--- config.mk ---
export PLATFORM = sky130hd
export DESIGN_NAME = trap_control_top
export DESIGN_NICKNAME = d
export VERILOG_FILES = /design/src/core_cfg_pkg.sv /design/src/trap_pkg.sv /design/src/interrupt_controller.sv /design/src/trap_manager.sv /design/src/trap_csr_unit.sv /design/src/trap_control_top.sv
export SDC_FILE = /design/constraint.sdc
export NUM_CORES = 1
export LEC_CHECK = 0
export BUFFER_PORTS_ARGS = -buffer_cell sky130_fd_sc_hd__buf_2
export CAP_MARGIN = 40
export CORE_MARGIN = 5
export CORE_UTILIZATION = 43
export DETAILED_ROUTE_END_ITERATION = 6
export PLACE_DENSITY = 0.74
export SKIP_LAST_GASP = 1
export SLEW_MARGIN = 15
export SYNTH_ARGS = -nofsm -noshare
export SYNTH_HDL_FRONTEND = slang
export SYNTH_HIERARCHICAL = 1
export SYNTH_SLANG_ARGS = --single-unit
--- constraint.sdc ---
create_clock -name clk_i -period 3 [get_ports clk_i]
set_input_delay 0.45 -clock clk_i [delete_from_list [all_inputs] [get_ports clk_i]]
set_output_delay 0.45 -clock clk_i [all_outputs]
set_load 0.02 [all_outputs]
--- src/core_cfg_pkg.sv ---
`default_nettype none

// Core-wide widths and reset values
package core_cfg_pkg;

    // Datapath word width
    localparam int XLEN = 32;

    // Instruction address width
    localparam int ADDR_W = 32;

    // Data word, used for CSR write data
    typedef logic [XLEN-1:0] xlen_t;

    // Instruction address, used for PC, mepc, mtvec and redirect target
    typedef logic [ADDR_W-1:0] addr_t;

    // Handler base out of reset
    // Low two bits are the mode field, 00 is direct
    localparam addr_t MTVEC_RESET = 32'h0000_0100;

endpackage : core_cfg_pkg

`default_nettype wire

--- src/trap_pkg.sv ---
`default_nettype none

// Trap causes, interrupt ids and trap CSR addresses
package trap_pkg;

    localparam int CAUSE_W    = 32;  // Full mcause width
    localparam int CODE_W     = 5;   // Cause code field
    localparam int IRQ_ID_W   = 5;   // Up to 32 interrupt numbers
    localparam int CSR_ADDR_W = 12;  // Standard CSR address space

    // mcause value, top bit flags an interrupt
    typedef logic [CAUSE_W-1:0] cause_t;

    // Exception code from the core
    typedef logic [CODE_W-1:0] exc_code_t;

    // Interrupt line number
    typedef logic [IRQ_ID_W-1:0] irq_id_t;

    // CSR address
    typedef logic [CSR_ADDR_W-1:0] csr_addr_t;

    // Trap CSR write addresses
    localparam csr_addr_t CSR_MIE   = 12'h304;
    localparam csr_addr_t CSR_MTVEC = 12'h305;

    // Line n reports code IRQ_CODE_BASE + n
    localparam exc_code_t IRQ_CODE_BASE = 5'd16;

    // mtvec mode field, bit 1 is reserved
    localparam logic [1:0] MTVEC_MODE_DIRECT   = 2'b00;
    localparam logic [1:0] MTVEC_MODE_VECTORED = 2'b01;

endpackage : trap_pkg

`default_nettype wire

--- src/interrupt_controller.sv ---
`default_nettype none

module interrupt_controller #(
    parameter int NUM_IRQ = 8
) (
    input  logic                clk_i,
    input  logic                rst_n_i,
    input  logic [NUM_IRQ-1:0]  irq_i,
    input  logic                csr_we_i,
    input  trap_pkg::csr_addr_t csr_addr_i,
    input  core_cfg_pkg::xlen_t csr_wdata_i,
    input  logic                int_ack_i,
    output logic                interrupt_o,
    output trap_pkg::irq_id_t   irq_id_o
);

    logic [NUM_IRQ-1:0] pending_q;   // Latched interrupt lines
    logic [NUM_IRQ-1:0] mie_q;       // Per-line enables
    logic [NUM_IRQ-1:0] masked;      // Pending and enabled
    logic [NUM_IRQ-1:0] ack_clr;     // One-hot clear of the acked line
    logic               any_masked;
    trap_pkg::irq_id_t  sel_id;      // Winner of the priority search
    logic               mie_we;
    logic               req_q;       // Request toward the trap manager
    trap_pkg::irq_id_t  id_q;        // Id presented with the request

    // Ids must fit irq_id_t and codes must stay below 32
    if (NUM_IRQ < 1 || NUM_IRQ > 16) begin : g_num_irq_check
        $error("interrupt_controller: NUM_IRQ out of range 1..16");
    end

    assign mie_we = csr_we_i && (csr_addr_i == trap_pkg::CSR_MIE);
    assign masked = pending_q & mie_q;

    // Lowest line number wins
    always_comb begin
        any_masked = 1'b0;
        sel_id     = '0;
        for (int i = NUM_IRQ - 1; i >= 0; i--) begin
            if (masked[i]) begin
                any_masked = 1'b1;
                sel_id     = trap_pkg::irq_id_t'(i);
            end
        end
    end

    // Only the line that was presented gets cleared
    always_comb begin
        for (int i = 0; i < NUM_IRQ; i++) begin
            ack_clr[i] = int_ack_i && (id_q == trap_pkg::irq_id_t'(i));
        end
    end

    always_ff @(posedge clk_i) begin
        if (!rst_n_i) begin
            pending_q <= '0;
            mie_q     <= '0;   // Everything masked out of reset
            req_q     <= 1'b0;
        end else begin
            // A line still high re-arms its own pending bit
            pending_q <= (pending_q & ~ack_clr) | irq_i;

            if (mie_we) begin
                mie_q <= csr_wdata_i[NUM_IRQ-1:0];  // Enables in the low bits
            end

            // Hold until the one-cycle ack, then rearbitrate
            if (int_ack_i) begin
                req_q <= 1'b0;
            end else if (!req_q) begin
                req_q <= any_masked;
            end
        end
    end

    // Id loads together with the request and stays frozen while it is up
    always_ff @(posedge clk_i) begin
        if (!req_q) begin
            id_q <= sel_id;
        end
    end

    assign interrupt_o = req_q;
    assign irq_id_o    = id_q;

endmodule : interrupt_controller

`default_nettype wire

--- src/trap_manager.sv ---
`default_nettype none

module trap_manager (
    input  logic clk_i,
    input  logic rst_n_i,
    input  logic interrupt_i,
    input  logic exception_i,
    input  logic core_sleep_i,
    output logic flush_o,
    output logic stall_o,
    output logic int_ack_o,
    output logic trap_o
);

    typedef enum logic [1:0] {
        IDLE,
        ACK_CYCLE,     // Handler fetch under way, ack the controller
        CLEAR_CYCLE,   // Spare, never entered
        WAIT_WAKE_UP   // Core asleep until an interrupt
    } trap_state_t;

    trap_state_t state_q;
    trap_state_t state_d;

    always_ff @(posedge clk_i) begin
        if (!rst_n_i) begin
            state_q <= IDLE;
        end else begin
            state_q <= state_d;
        end
    end

    // Mealy outputs, IDLE reacts in the same cycle
    always_comb begin
        state_d   = state_q;
        flush_o   = 1'b0;
        stall_o   = 1'b0;
        int_ack_o = 1'b0;
        trap_o    = 1'b0;

        case (state_q)
            IDLE: begin
                trap_o = interrupt_i | exception_i;

                if (interrupt_i) begin
                    // Interrupt beats exception
                    flush_o = 1'b1;
                    state_d = ACK_CYCLE;
                end else if (exception_i) begin
                    if (core_sleep_i) begin
                        stall_o = 1'b1;   // Freeze instead of flushing
                        state_d = WAIT_WAKE_UP;
                    end else begin
                        flush_o = 1'b1;   // Straight to the handler
                    end
                end
            end

            ACK_CYCLE: begin
                int_ack_o = 1'b1;         // One cycle after the flush
                state_d   = IDLE;
            end

            WAIT_WAKE_UP: begin
                stall_o = 1'b1;
                // Wake up now, take the interrupt from IDLE next cycle
                if (interrupt_i) begin
                    state_d = IDLE;
                end
            end

            CLEAR_CYCLE: begin
                state_d = IDLE;           // Recover if ever reached
            end

            default: begin
                state_d = IDLE;
            end
        endcase
    end

endmodule : trap_manager

`default_nettype wire

--- src/trap_csr_unit.sv ---
`default_nettype none

module trap_csr_unit (
    input  logic                clk_i,
    input  logic                rst_n_i,
    input  logic                flush_i,
    input  logic                interrupt_i,
    input  trap_pkg::irq_id_t   irq_id_i,
    input  trap_pkg::exc_code_t exc_code_i,
    input  core_cfg_pkg::addr_t pc_i,
    input  logic                csr_we_i,
    input  trap_pkg::csr_addr_t csr_addr_i,
    input  core_cfg_pkg::xlen_t csr_wdata_i,
    output logic                redirect_valid_o,
    output core_cfg_pkg::addr_t redirect_pc_o,
    output core_cfg_pkg::addr_t mepc_o,
    output trap_pkg::cause_t    mcause_o
);

    localparam int XLEN = core_cfg_pkg::XLEN;

    core_cfg_pkg::addr_t mtvec_q;
    core_cfg_pkg::addr_t mepc_q;
    trap_pkg::cause_t    mcause_q;

    logic                mtvec_we;
    logic [1:0]          mtvec_mode;
    core_cfg_pkg::addr_t mtvec_base;   // Mode bits cleared
    trap_pkg::exc_code_t cause_code;   // Code field of the new cause
    trap_pkg::cause_t    cause_d;
    core_cfg_pkg::addr_t vector_pc;    // Base plus 4 * code

    assign mtvec_we   = csr_we_i && (csr_addr_i == trap_pkg::CSR_MTVEC);
    assign mtvec_mode = mtvec_q[1:0];
    assign mtvec_base = {mtvec_q[core_cfg_pkg::ADDR_W-1:2], 2'b00};

    // Interrupt codes sit above the exception codes
    assign cause_code = interrupt_i ? (trap_pkg::IRQ_CODE_BASE + irq_id_i) : exc_code_i;

    assign cause_d = {interrupt_i,
                      {(trap_pkg::CAUSE_W - 1 - trap_pkg::CODE_W){1'b0}},
                      cause_code};

    assign vector_pc = mtvec_base + core_cfg_pkg::addr_t'({cause_code, 2'b00});

    // Handler target, only interrupts are vectored
    always_comb begin
        case (mtvec_mode)
            trap_pkg::MTVEC_MODE_DIRECT:   redirect_pc_o = mtvec_base;
            trap_pkg::MTVEC_MODE_VECTORED: redirect_pc_o = interrupt_i ? vector_pc : mtvec_base;
            default:                       redirect_pc_o = mtvec_base;
        endcase
    end

    assign redirect_valid_o = flush_i;   // Same cycle as the flush

    always_ff @(posedge clk_i) begin
        if (!rst_n_i) begin
            mtvec_q <= core_cfg_pkg::MTVEC_RESET;
        end else if (mtvec_we) begin
            // Bit 0 picks vectored mode, bit 1 reads as zero
            mtvec_q <= {csr_wdata_i[XLEN-1:2], 1'b0, csr_wdata_i[0]};
        end
    end

    // Trap record, captured on every flush cycle
    always_ff @(posedge clk_i) begin
        if (flush_i) begin
            mepc_q   <= pc_i;      // Instruction that was cut off
            mcause_q <= cause_d;
        end
    end

    assign mepc_o   = mepc_q;
    assign mcause_o = mcause_q;

endmodule : trap_csr_unit

`default_nettype wire

--- src/trap_control_top.sv ---
`default_nettype none

module trap_control_top #(
    parameter int NUM_IRQ = 8
) (
    input  logic                clk_i,
    input  logic                rst_n_i,

    // Event sources
    input  logic [NUM_IRQ-1:0]  irq_i,
    input  logic                exception_i,
    input  trap_pkg::exc_code_t exc_code_i,
    input  logic                core_sleep_i,
    input  core_cfg_pkg::addr_t pc_i,

    // CSR write port, shared by controller and CSR unit
    input  logic                csr_we_i,
    input  trap_pkg::csr_addr_t csr_addr_i,
    input  core_cfg_pkg::xlen_t csr_wdata_i,

    // Pipeline control
    output logic                flush_o,
    output logic                stall_o,
    output logic                trap_o,
    output logic                int_ack_o,

    // Fetch redirect and trap record
    output logic                redirect_valid_o,
    output core_cfg_pkg::addr_t redirect_pc_o,
    output core_cfg_pkg::addr_t mepc_o,
    output trap_pkg::cause_t    mcause_o
);

    logic              interrupt_req;  // Held until int_ack_o
    trap_pkg::irq_id_t irq_id;         // Stable while interrupt_req is up

    interrupt_controller #(
        .NUM_IRQ (NUM_IRQ)
    ) u_irq_ctrl (
        .clk_i       (clk_i),
        .rst_n_i     (rst_n_i),
        .irq_i       (irq_i),
        .csr_we_i    (csr_we_i),
        .csr_addr_i  (csr_addr_i),
        .csr_wdata_i (csr_wdata_i),
        .int_ack_i   (int_ack_o),
        .interrupt_o (interrupt_req),
        .irq_id_o    (irq_id)
    );

    trap_manager u_trap_mgr (
        .clk_i        (clk_i),
        .rst_n_i      (rst_n_i),
        .interrupt_i  (interrupt_req),
        .exception_i  (exception_i),
        .core_sleep_i (core_sleep_i),
        .flush_o      (flush_o),
        .stall_o      (stall_o),
        .int_ack_o    (int_ack_o),
        .trap_o       (trap_o)
    );

    trap_csr_unit u_trap_csr (
        .clk_i            (clk_i),
        .rst_n_i          (rst_n_i),
        .flush_i          (flush_o),          // Record on every flush
        .interrupt_i      (interrupt_req),
        .irq_id_i         (irq_id),
        .exc_code_i       (exc_code_i),
        .pc_i             (pc_i),
        .csr_we_i         (csr_we_i),
        .csr_addr_i       (csr_addr_i),
        .csr_wdata_i      (csr_wdata_i),
        .redirect_valid_o (redirect_valid_o),
        .redirect_pc_o    (redirect_pc_o),
        .mepc_o           (mepc_o),
        .mcause_o         (mcause_o)
    );

endmodule : trap_control_top

`default_nettype wire

==> run metrics, run 1 <==
largest family of logic cells by synthesized area=simple AND/OR/NAND/NOR gates; Syn Inst Count=about 400; register area share after synthesis=0.5024; max_slew headroom=0.6353; Leakage Power=2.775 nW; WP data required=2.55 ns; synthesized cell area=0.004443 mm²; CTS tree=built; nets@finish=690; Synth Area in Adders=0.02703; worst slew pin tran=0.5470 ns; Avg Vias per Cell=4.794; FF-to-FF Start=u_trap_mgr/state_q[0]$_SDFFE_PN0P_; Post-DP Area=0.005368 mm²; failing checks=negative setup slack; period utilisation layout=1.004; DP Cell Count=698; antenna violations before repair=0; TritonCTS Buffers=9; Final min period=3.013 ns; Synth Area in Simple Gates=0.1833; Max Cap Violations=0; Hold Fails Final Rpt=0; H-tree levels=3; All-Layer GR Usage=0.1714; final RePlAce weighted congestion=about 0.85; Crit Path Max Fanout=4; Worst R2R Setup Slack=1.18 ns; Worst-Skew Late Latency=0.35 ns; Hold Path Sink=u_trap_csr/mepc_o[3]$_DFFE_PP_; routed wire length=10880 µm; Detail Placement HPWL=8425 µm; Worst Setup End Kind=output pin; DIE WIDTH=around 110 µm; die footprint=around 0.012 mm²; R2R depth=5; Hold Path Origin=pc_i[3]; router iterations before antenna repair=4; first-pass GRT wire length=17240 µm; Yosys warning total=6; Mapped Avg Cell Area=11.19 µm²; largest net degree at the start of global routing=59; synthesized flop and latch total=91; Post-synth EDFFs=41; f_max=0.3319 GHz; Worst VDD drop=between 0.15 and 0.2 mV; CTS Root Cell=clkbuf_8; CP Class=flop to output pin; Slew Limit Fails=0; via count=3490; Die Y=111.7 µm; mux share of post-synthesis cell area=0.08730; Sw Pwr=0.6098 mW; final setup violation count=3; fin area=0.005987 mm²; Int Power=1.897 mW; area of the multi-input gates=0.002218 mm²; post-layout util=0.5878; RSZ-0062 raised after global routing=true; fin cells=728; starting density of the core=0.4362; Hold Crit Depth=1; post-synthesis async set-or-reset flop share=0; Antenna diodes=0; drt first-iter violations=109; Hold Path Class=primary input to flop; DR WL/cell=14.94 µm; switch share=0.2432; FF+latch area=0.002236 mm²; power per cell area=418.8 mW/mm²; Yosys cell types=51; setup slack after layout=-0.01310 ns; # IOs=195; layout cell share with drive strength beyond 1=0.4426; Final ANT Viol Nets=0; Worst-path clk slew=~0.080 ns; commonest non-fill, non-tap cells in the layout=buf_2 (141), dfxtp_1 (49), buf_4 (45); # DRC=0; CP startpoint kind=flop; clock buffer depth=2; WP data arrival=2.56 ns; P&R area growth vs syn=34.75%; vias in the first global route=3592; hold buffers post-CTS=0; core area=0.01018 mm²; most common cell after layout, fill and taps aside=buf_2; input/output buffers=around 170; final worst clock skew=0.008149 ns; top_reg_cell synth=dfxtp_1; Congestion Overflow GR=0; XOR/XNOR share of the synthesized area=0.05520; clock share of power=0.333; Seq pwr share=0.542; Logic pwr share=0.124; FILL cells=866; clock sinks=91; outcome=finished, violations left; num rows=37; compound-gate portion of the synthesized area=0.07097; worst r2r dst=u_trap_csr/mepc_o[13]$_DFFE_PP_
==> worst max-delay path, cell delays in order (launching register included) <==
cell and delay, ns:
dfxtp_4 0.38, mux2_4 0.32, ha_4 0.16, fa_2 0.34, a21o_1 0.23, buf_4 0.15, a22oi_2 0.17, nor2_1 0.08
xor2_1 0.20, buf_4 0.18
==> cell usage after synthesis, types with 7 or more instances <==
master,n,area share
xor2_1,8,0.016
nand2_1,32,0.027
xnor2_1,20,0.039
o21ai_2,8,0.016
a21oi_1,13,0.015
edfxtp_1,41,0.28
nand3_1,20,0.023
nor2b_1,43,0.061
ha_1,8,0.023
inv_1,7,0.0059
dfxtp_1,50,0.23
buf_4,31,0.052
mux2i_1,32,0.072
==> how the worst max path moves through the flow <==
stage	start	endpoint	slack (ns)	depth (start not counted)
floorplan	u_irq_ctrl/interrupt_o$_SDFF_PP0_	redirect_pc_o[26]	0.04	9
detailed placement	exc_code_i[0]	redirect_pc_o[26]	-0.04	11
CTS	u_irq_ctrl/interrupt_o$_SDFF_PP0_	redirect_pc_o[29]	-0.06	10
finish	u_irq_ctrl/interrupt_o$_SDFF_PP0_	redirect_pc_o[8]	-0.01	9
global route	u_irq_ctrl/interrupt_o$_SDFF_PP0_	redirect_pc_o[22]	-0.19	9
global placement	exc_code_i[0]	redirect_pc_o[26]	-0.02	11
==> through the flow <==
stage	hold WS (ns)	total power [mW]	setup TNS [ns]	worst slack [ns]
after floorplan	0.4501	1.582	0	0.04032
final	0.2731	2.507	-0.03793	-0.01310
after global placement	0.4637	1.672	-0.02077	-0.02077
after CTS	0.2545	2.529	-0.2938	-0.06216
after detailed placement	0.4643	1.681	-0.03550	-0.03550
after global routing	0.2464	2.625	-2.438	-0.1906
==> power by group through the flow <==
stage | Clock (mW) | Sequential, mW | Combinational [mW]
after floorplan | 0 | 1.43 | 0.156
after global placement | 0 | 1.39 | 0.284
after detailed placement | 0 | 1.39 | 0.292
after CTS | 0.865 | 1.36 | 0.305
after global routing | 0.922 | 1.36 | 0.339
final | 0.836 | 1.36 | 0.312
==> what timing repair did <==
action / in CTS / in global routing
setup buffers: 10 / 4
gates resized for setup: 32 / 37
endpoints found under the setup margin: 26 / 25
pin swaps: 13 / 19
gates cloned: 0 / 0
==> routing by layer <==
| layer | routed length [µm] | up-vias | global-route usage |
|---|---|---|---|
| met4 | 241 | 0 | 0.06975 |
| met3 | 859 | 17 | 0.04022 |
| met5 | 0 | - | 0 |
| li1 | - | 1715 | - |
| met2 | 5244 | 151 | 0.3002 |
| met1 | 4533 | 1607 | 0.2016 |
==> area by class of cell <==
class / count / area share
multi-input combinational: 285 / 0.3705
clock inverter: 3 / 0.007732
tap: 136 / 0.02842
sequential: 91 / 0.3735
timing repair buffer: 193 / 0.1889
inverter: 7 / 0.004389
clock buffer: 13 / 0.02654
==> state kept, by name (all words and copies together), names as in the netlist <==
register                cells
u_irq_ctrl/pending_q        8
u_trap_csr/mtvec_q         31
u_trap_mgr/state_q          2
u_irq_ctrl/irq_id_o         3
u_irq_ctrl/interrupt_o      1
u_irq_ctrl/mie_q            8
u_trap_csr/mcause_o         6
u_trap_csr/mepc_o          32
==> logic make-up (layout without fill, tap and decap cells) <==
group,count (synthesis),after routing
mux,38,38
fa+ha+maj,9,9
buf+inv,49,216
other cells,2,30
flops,91,91
compound gates,44,44
xor+xnor,28,28
simple gates,136,136
(Power assumes the default switching activity.)
==> run 2: changes to the inputs <==
--- a/config.mk
+++ b/config.mk
@@ -5,12 +5,14 @@
 export SDC_FILE = /design/constraint.sdc
 export NUM_CORES = 1
 export LEC_CHECK = 0
+export ABC_AREA = 1
 export BUFFER_PORTS_ARGS = -buffer_cell sky130_fd_sc_hd__buf_2
 export CAP_MARGIN = 40
 export CORE_MARGIN = 5
-export CORE_UTILIZATION = 43
+export CORE_UTILIZATION = 45
 export DETAILED_ROUTE_END_ITERATION = 6
 export PLACE_DENSITY = 0.74
+export SETUP_SLACK_MARGIN = 0.5
 export SKIP_LAST_GASP = 1
 export SLEW_MARGIN = 15
 export SYNTH_ARGS = -nofsm -noshare
==> run 2 against run 1 <==
Net effect: the run now ends clean; clock skew fell by 0.0043 ns; highest routed layer is now met5; power fell by 1.7%; global-route usage rose by 2.0 points; first-iteration DRC count rose to 2.6 times the previous value; final area rose by 10%; cell count rose by 36%; hold slack improved by 0.00082 ns.
==> run metrics, run 2 <==
# DRC=0 (unchanged); die footprint=0.01342 mm² (+7.7%); top cells by count, synth=nand2_1 (196), nor2_1 (96), inv_1 (76); cell with the most instances after synthesis=nand2_1; period utilisation layout=0.9143 (-0.09004); Hold Path Class=primary input to flop; setup TNS=0 ns (+0.03793 ns); num rows=38 (+2.7%); post-synth top area cell=edfxtp_1; Post-synth EDFFs=41 (unchanged); outcome=complete, no violations; nets@finish=949 (+38%); clock buffer depth=2 (unchanged); Final min period=2.743 ns (-0.2701 ns); fin area=0.006608 mm² (+10%); Congestion Overflow GR=0 (unchanged); Worst VDD drop=0.2370 mV (+31%); antenna violations before repair=1 (+1); Avg Vias per Cell=4.696 (-2.0%); largest net degree at the start of global routing=44 (-25%); router iterations before antenna repair=5 (+1); Worst-path clk slew=0.09 ns (about the same); power per cell area=373.2 mW/mm² (-11%); CTS Root Cell=clkbuf_8; Antenna diodes=0 (unchanged); worst slew pin tran=0.8413 ns (+0.2942 ns); via count=4654 (+33%); Place WS=0.2221 ns (+0.2576 ns); max FFs per register=32 (unchanged); Worst Setup End Kind=output pin; Mapped Avg Cell Area=7.582 µm² (-32%); core area=0.01089 mm² (+6.9%); post-synth top area share=0.2442 (-0.03294); Final ANT Viol Nets=0 (unchanged); CTS tree=built; Leakage Power=3.302 nW (+19%); f_max=0.3646 GHz (+9.8%); setup slack after layout=0.2570 ns (+0.2701 ns); TritonCTS Buffers=9 (unchanged); final setup violation count=0 (-3); max_slew headroom=0.4392 (-0.1962); post-layout util=0.6069 (+0.01903); drt first-iter violations=287 (+160%); top cells by area, synth=edfxtp_1 (24%), dfxtp_1 (20%), nand2_1 (15%); Post-DP Area=0.005894 mm² (+9.8%); area of the multi-input gates=0.002615 mm² (+18%); Worst-Skew Late Latency=0.34 ns (about the same); Yosys warning total=6 (unchanged); top_reg_cell synth=dfxtp_1; P&R area growth vs syn=31.04%; DR WL/cell=13.68 µm (-8.5%); Worst R2R Setup Slack=1.08 ns (-0.10 ns); WP data required=2.55 ns (about the same); FILL cells=979 (+13%); hold buffers post-CTS=0 (unchanged); routed wire length=13560 µm (+25%); Min Hold Slack=0.2739 ns (+0.0008160 ns); Crit Path Max Fanout=2 (-2); layout cell share with drive strength beyond 1=0.3467 (-0.09592); Detail Placement HPWL=10250 µm (+22%); final RePlAce weighted congestion=0.9437 (+10%); synthesized cell area=0.005042 mm² (+13%); synthesized flop and latch total=91 (unchanged); vias in the first global route=4295 (+20%); H-tree levels=3 (unchanged); Yosys cell types=39 (-24%); All-Layer GR Usage=0.1917 (+0.02032); Die Y=115.9 µm (+3.8%); # IOs=195 (unchanged); fin cells=991 (+36%); worst r2r dst=u_trap_csr/mepc_o[11]$_DFFE_PP_; first-pass GRT wire length=20350 µm (+18%); Syn Inst Count=665 (+68%); CP Class=flop to output pin; RSZ-0062 raised after global routing=true; clock sinks=91 (unchanged); DP Cell Count=958 (+37%); input/output buffers=166 (unchanged); starting density of the core=0.4631 (+0.02687); WP data arrival=2.29 ns (-0.27 ns); commonest non-fill, non-tap cells in the layout=nand2_1 (173), buf_2 (141), nor2_1 (92); final worst clock skew=0.003855 ns (-0.004294 ns); Slew Limit Fails=0 (unchanged); post-synthesis async set-or-reset flop share=0 (unchanged); Max Cap Violations=0 (unchanged); Hold Fails Final Rpt=0 (unchanged); FF-to-FF Start=u_trap_mgr/state_q[1]$_SDFFE_PN0P_; DIE WIDTH=115.9 µm (+3.8%); crit path launch=u_irq_ctrl/irq_id_o[0]$_SDFFCE_PP0N_; Hold Path Origin=pc_i[17]; most common cell after layout, fill and taps aside=nand2_1; FF+latch area=0.002236 mm² (unchanged); post-layout power=2.466 mW (-1.7%); register area share after synthesis=0.4427 (-0.05971); CP Capture Point=redirect_pc_o[4]; R2R depth=6 (+1); CP startpoint kind=flop
[run 2: cell types whose count changed in the layout (fill, tap and decap cells not counted), sizes merged, moves of 6 or more]
cell | previous run | this run
mux2i | 32 | 0
inv | 7 | 78
nor2 | 6 | 122
xnor2 | 20 | 0
nand3b | 1 | 12
mux2 | 6 | 0
buf | 193 | 185
nand2 | 33 | 200
o21ai | 11 | 17
nand3 | 22 | 32
nor2b | 43 | 0
[run 2: what timing repair did]
action / CTS / global route
buffers inserted: 13 / 4
pin swaps: 22 / 18
endpoints found under the setup margin: 29 / 29
gates resized for setup: 77 / 38
[run 2: layout make-up]
class	instances	share of cell area
sequential	91	0.3384
tap	140	0.02651
timing repair buffer	186	0.1676
clock inverter	4	0.003977
inverter	78	0.04545
clock buffer	12	0.02234
multi-input combinational	480	0.3958
[run 2: logic make-up after synthesis]
group	count (synthesis)	share of synthesized area
buf+inv	122	0.1223
xor+xnor	12	0.02084
fa+ha+maj	9	0.02382
simple gates	394	0.3531
other cells	2	0.001489
flops	91	0.4427
compound gates	35	0.03573
[run 2: metal layers]
metal | GRT usage | wire [µm] | part of all wire | up-vias
li1 | - | - | - | 2386
met4 | 0.07734 | 212 | 0.016 | 2
met5 | 0 | 13 | 0.00096 | -
met2 | 0.3203 | 6494 | 0.48 | 193
met1 | 0.2437 | 5642 | 0.42 | 2057
met3 | 0.03812 | 1191 | 0.088 | 16
[run 2: where the power goes]
part           internal [mW]  total (mW)  switching, mW
combinational          0.123       0.356          0.233
clock                  0.330       0.736          0.406
sequential              1.36        1.37         0.0176
[run 2: worst min-delay path by stage]
| stage | to | cells after the start | slack [ns] |
|---|---|---|---|
| 2_1_floorplan | u_irq_ctrl/mie_q[0]$_SDFFE_PN0P_ | 2 | 0.45 |
| 3_3_place_gp | u_irq_ctrl/pending_q[0]$_SDFF_PN0_ | 2 | 0.47 |
| 3_5_place_dp | u_irq_ctrl/pending_q[0]$_SDFF_PN0_ | 2 | 0.48 |
| 4_1_cts | u_trap_csr/mepc_o[14]$_DFFE_PP_ | 1 | 0.24 |
| 5_1_grt | u_trap_csr/mepc_o[29]$_DFFE_PP_ | 1 | 0.24 |
| 6_report | u_trap_csr/mepc_o[17]$_DFFE_PP_ | 1 | 0.27 |
[run 2: worst max-delay path, cell delays in order (launching register included)]
cell	delay, ns
edfxtp_1	0.41
nand2_1	0.10
nand2_2	0.08
ha_4	0.16
fa_2	0.37
nand2_4	0.09
buf_4	0.11
buf_4	0.09
buf_4	0.09
buf_4	0.09
nand2_1	0.05
o22ai_1	0.14
buf_4	0.18
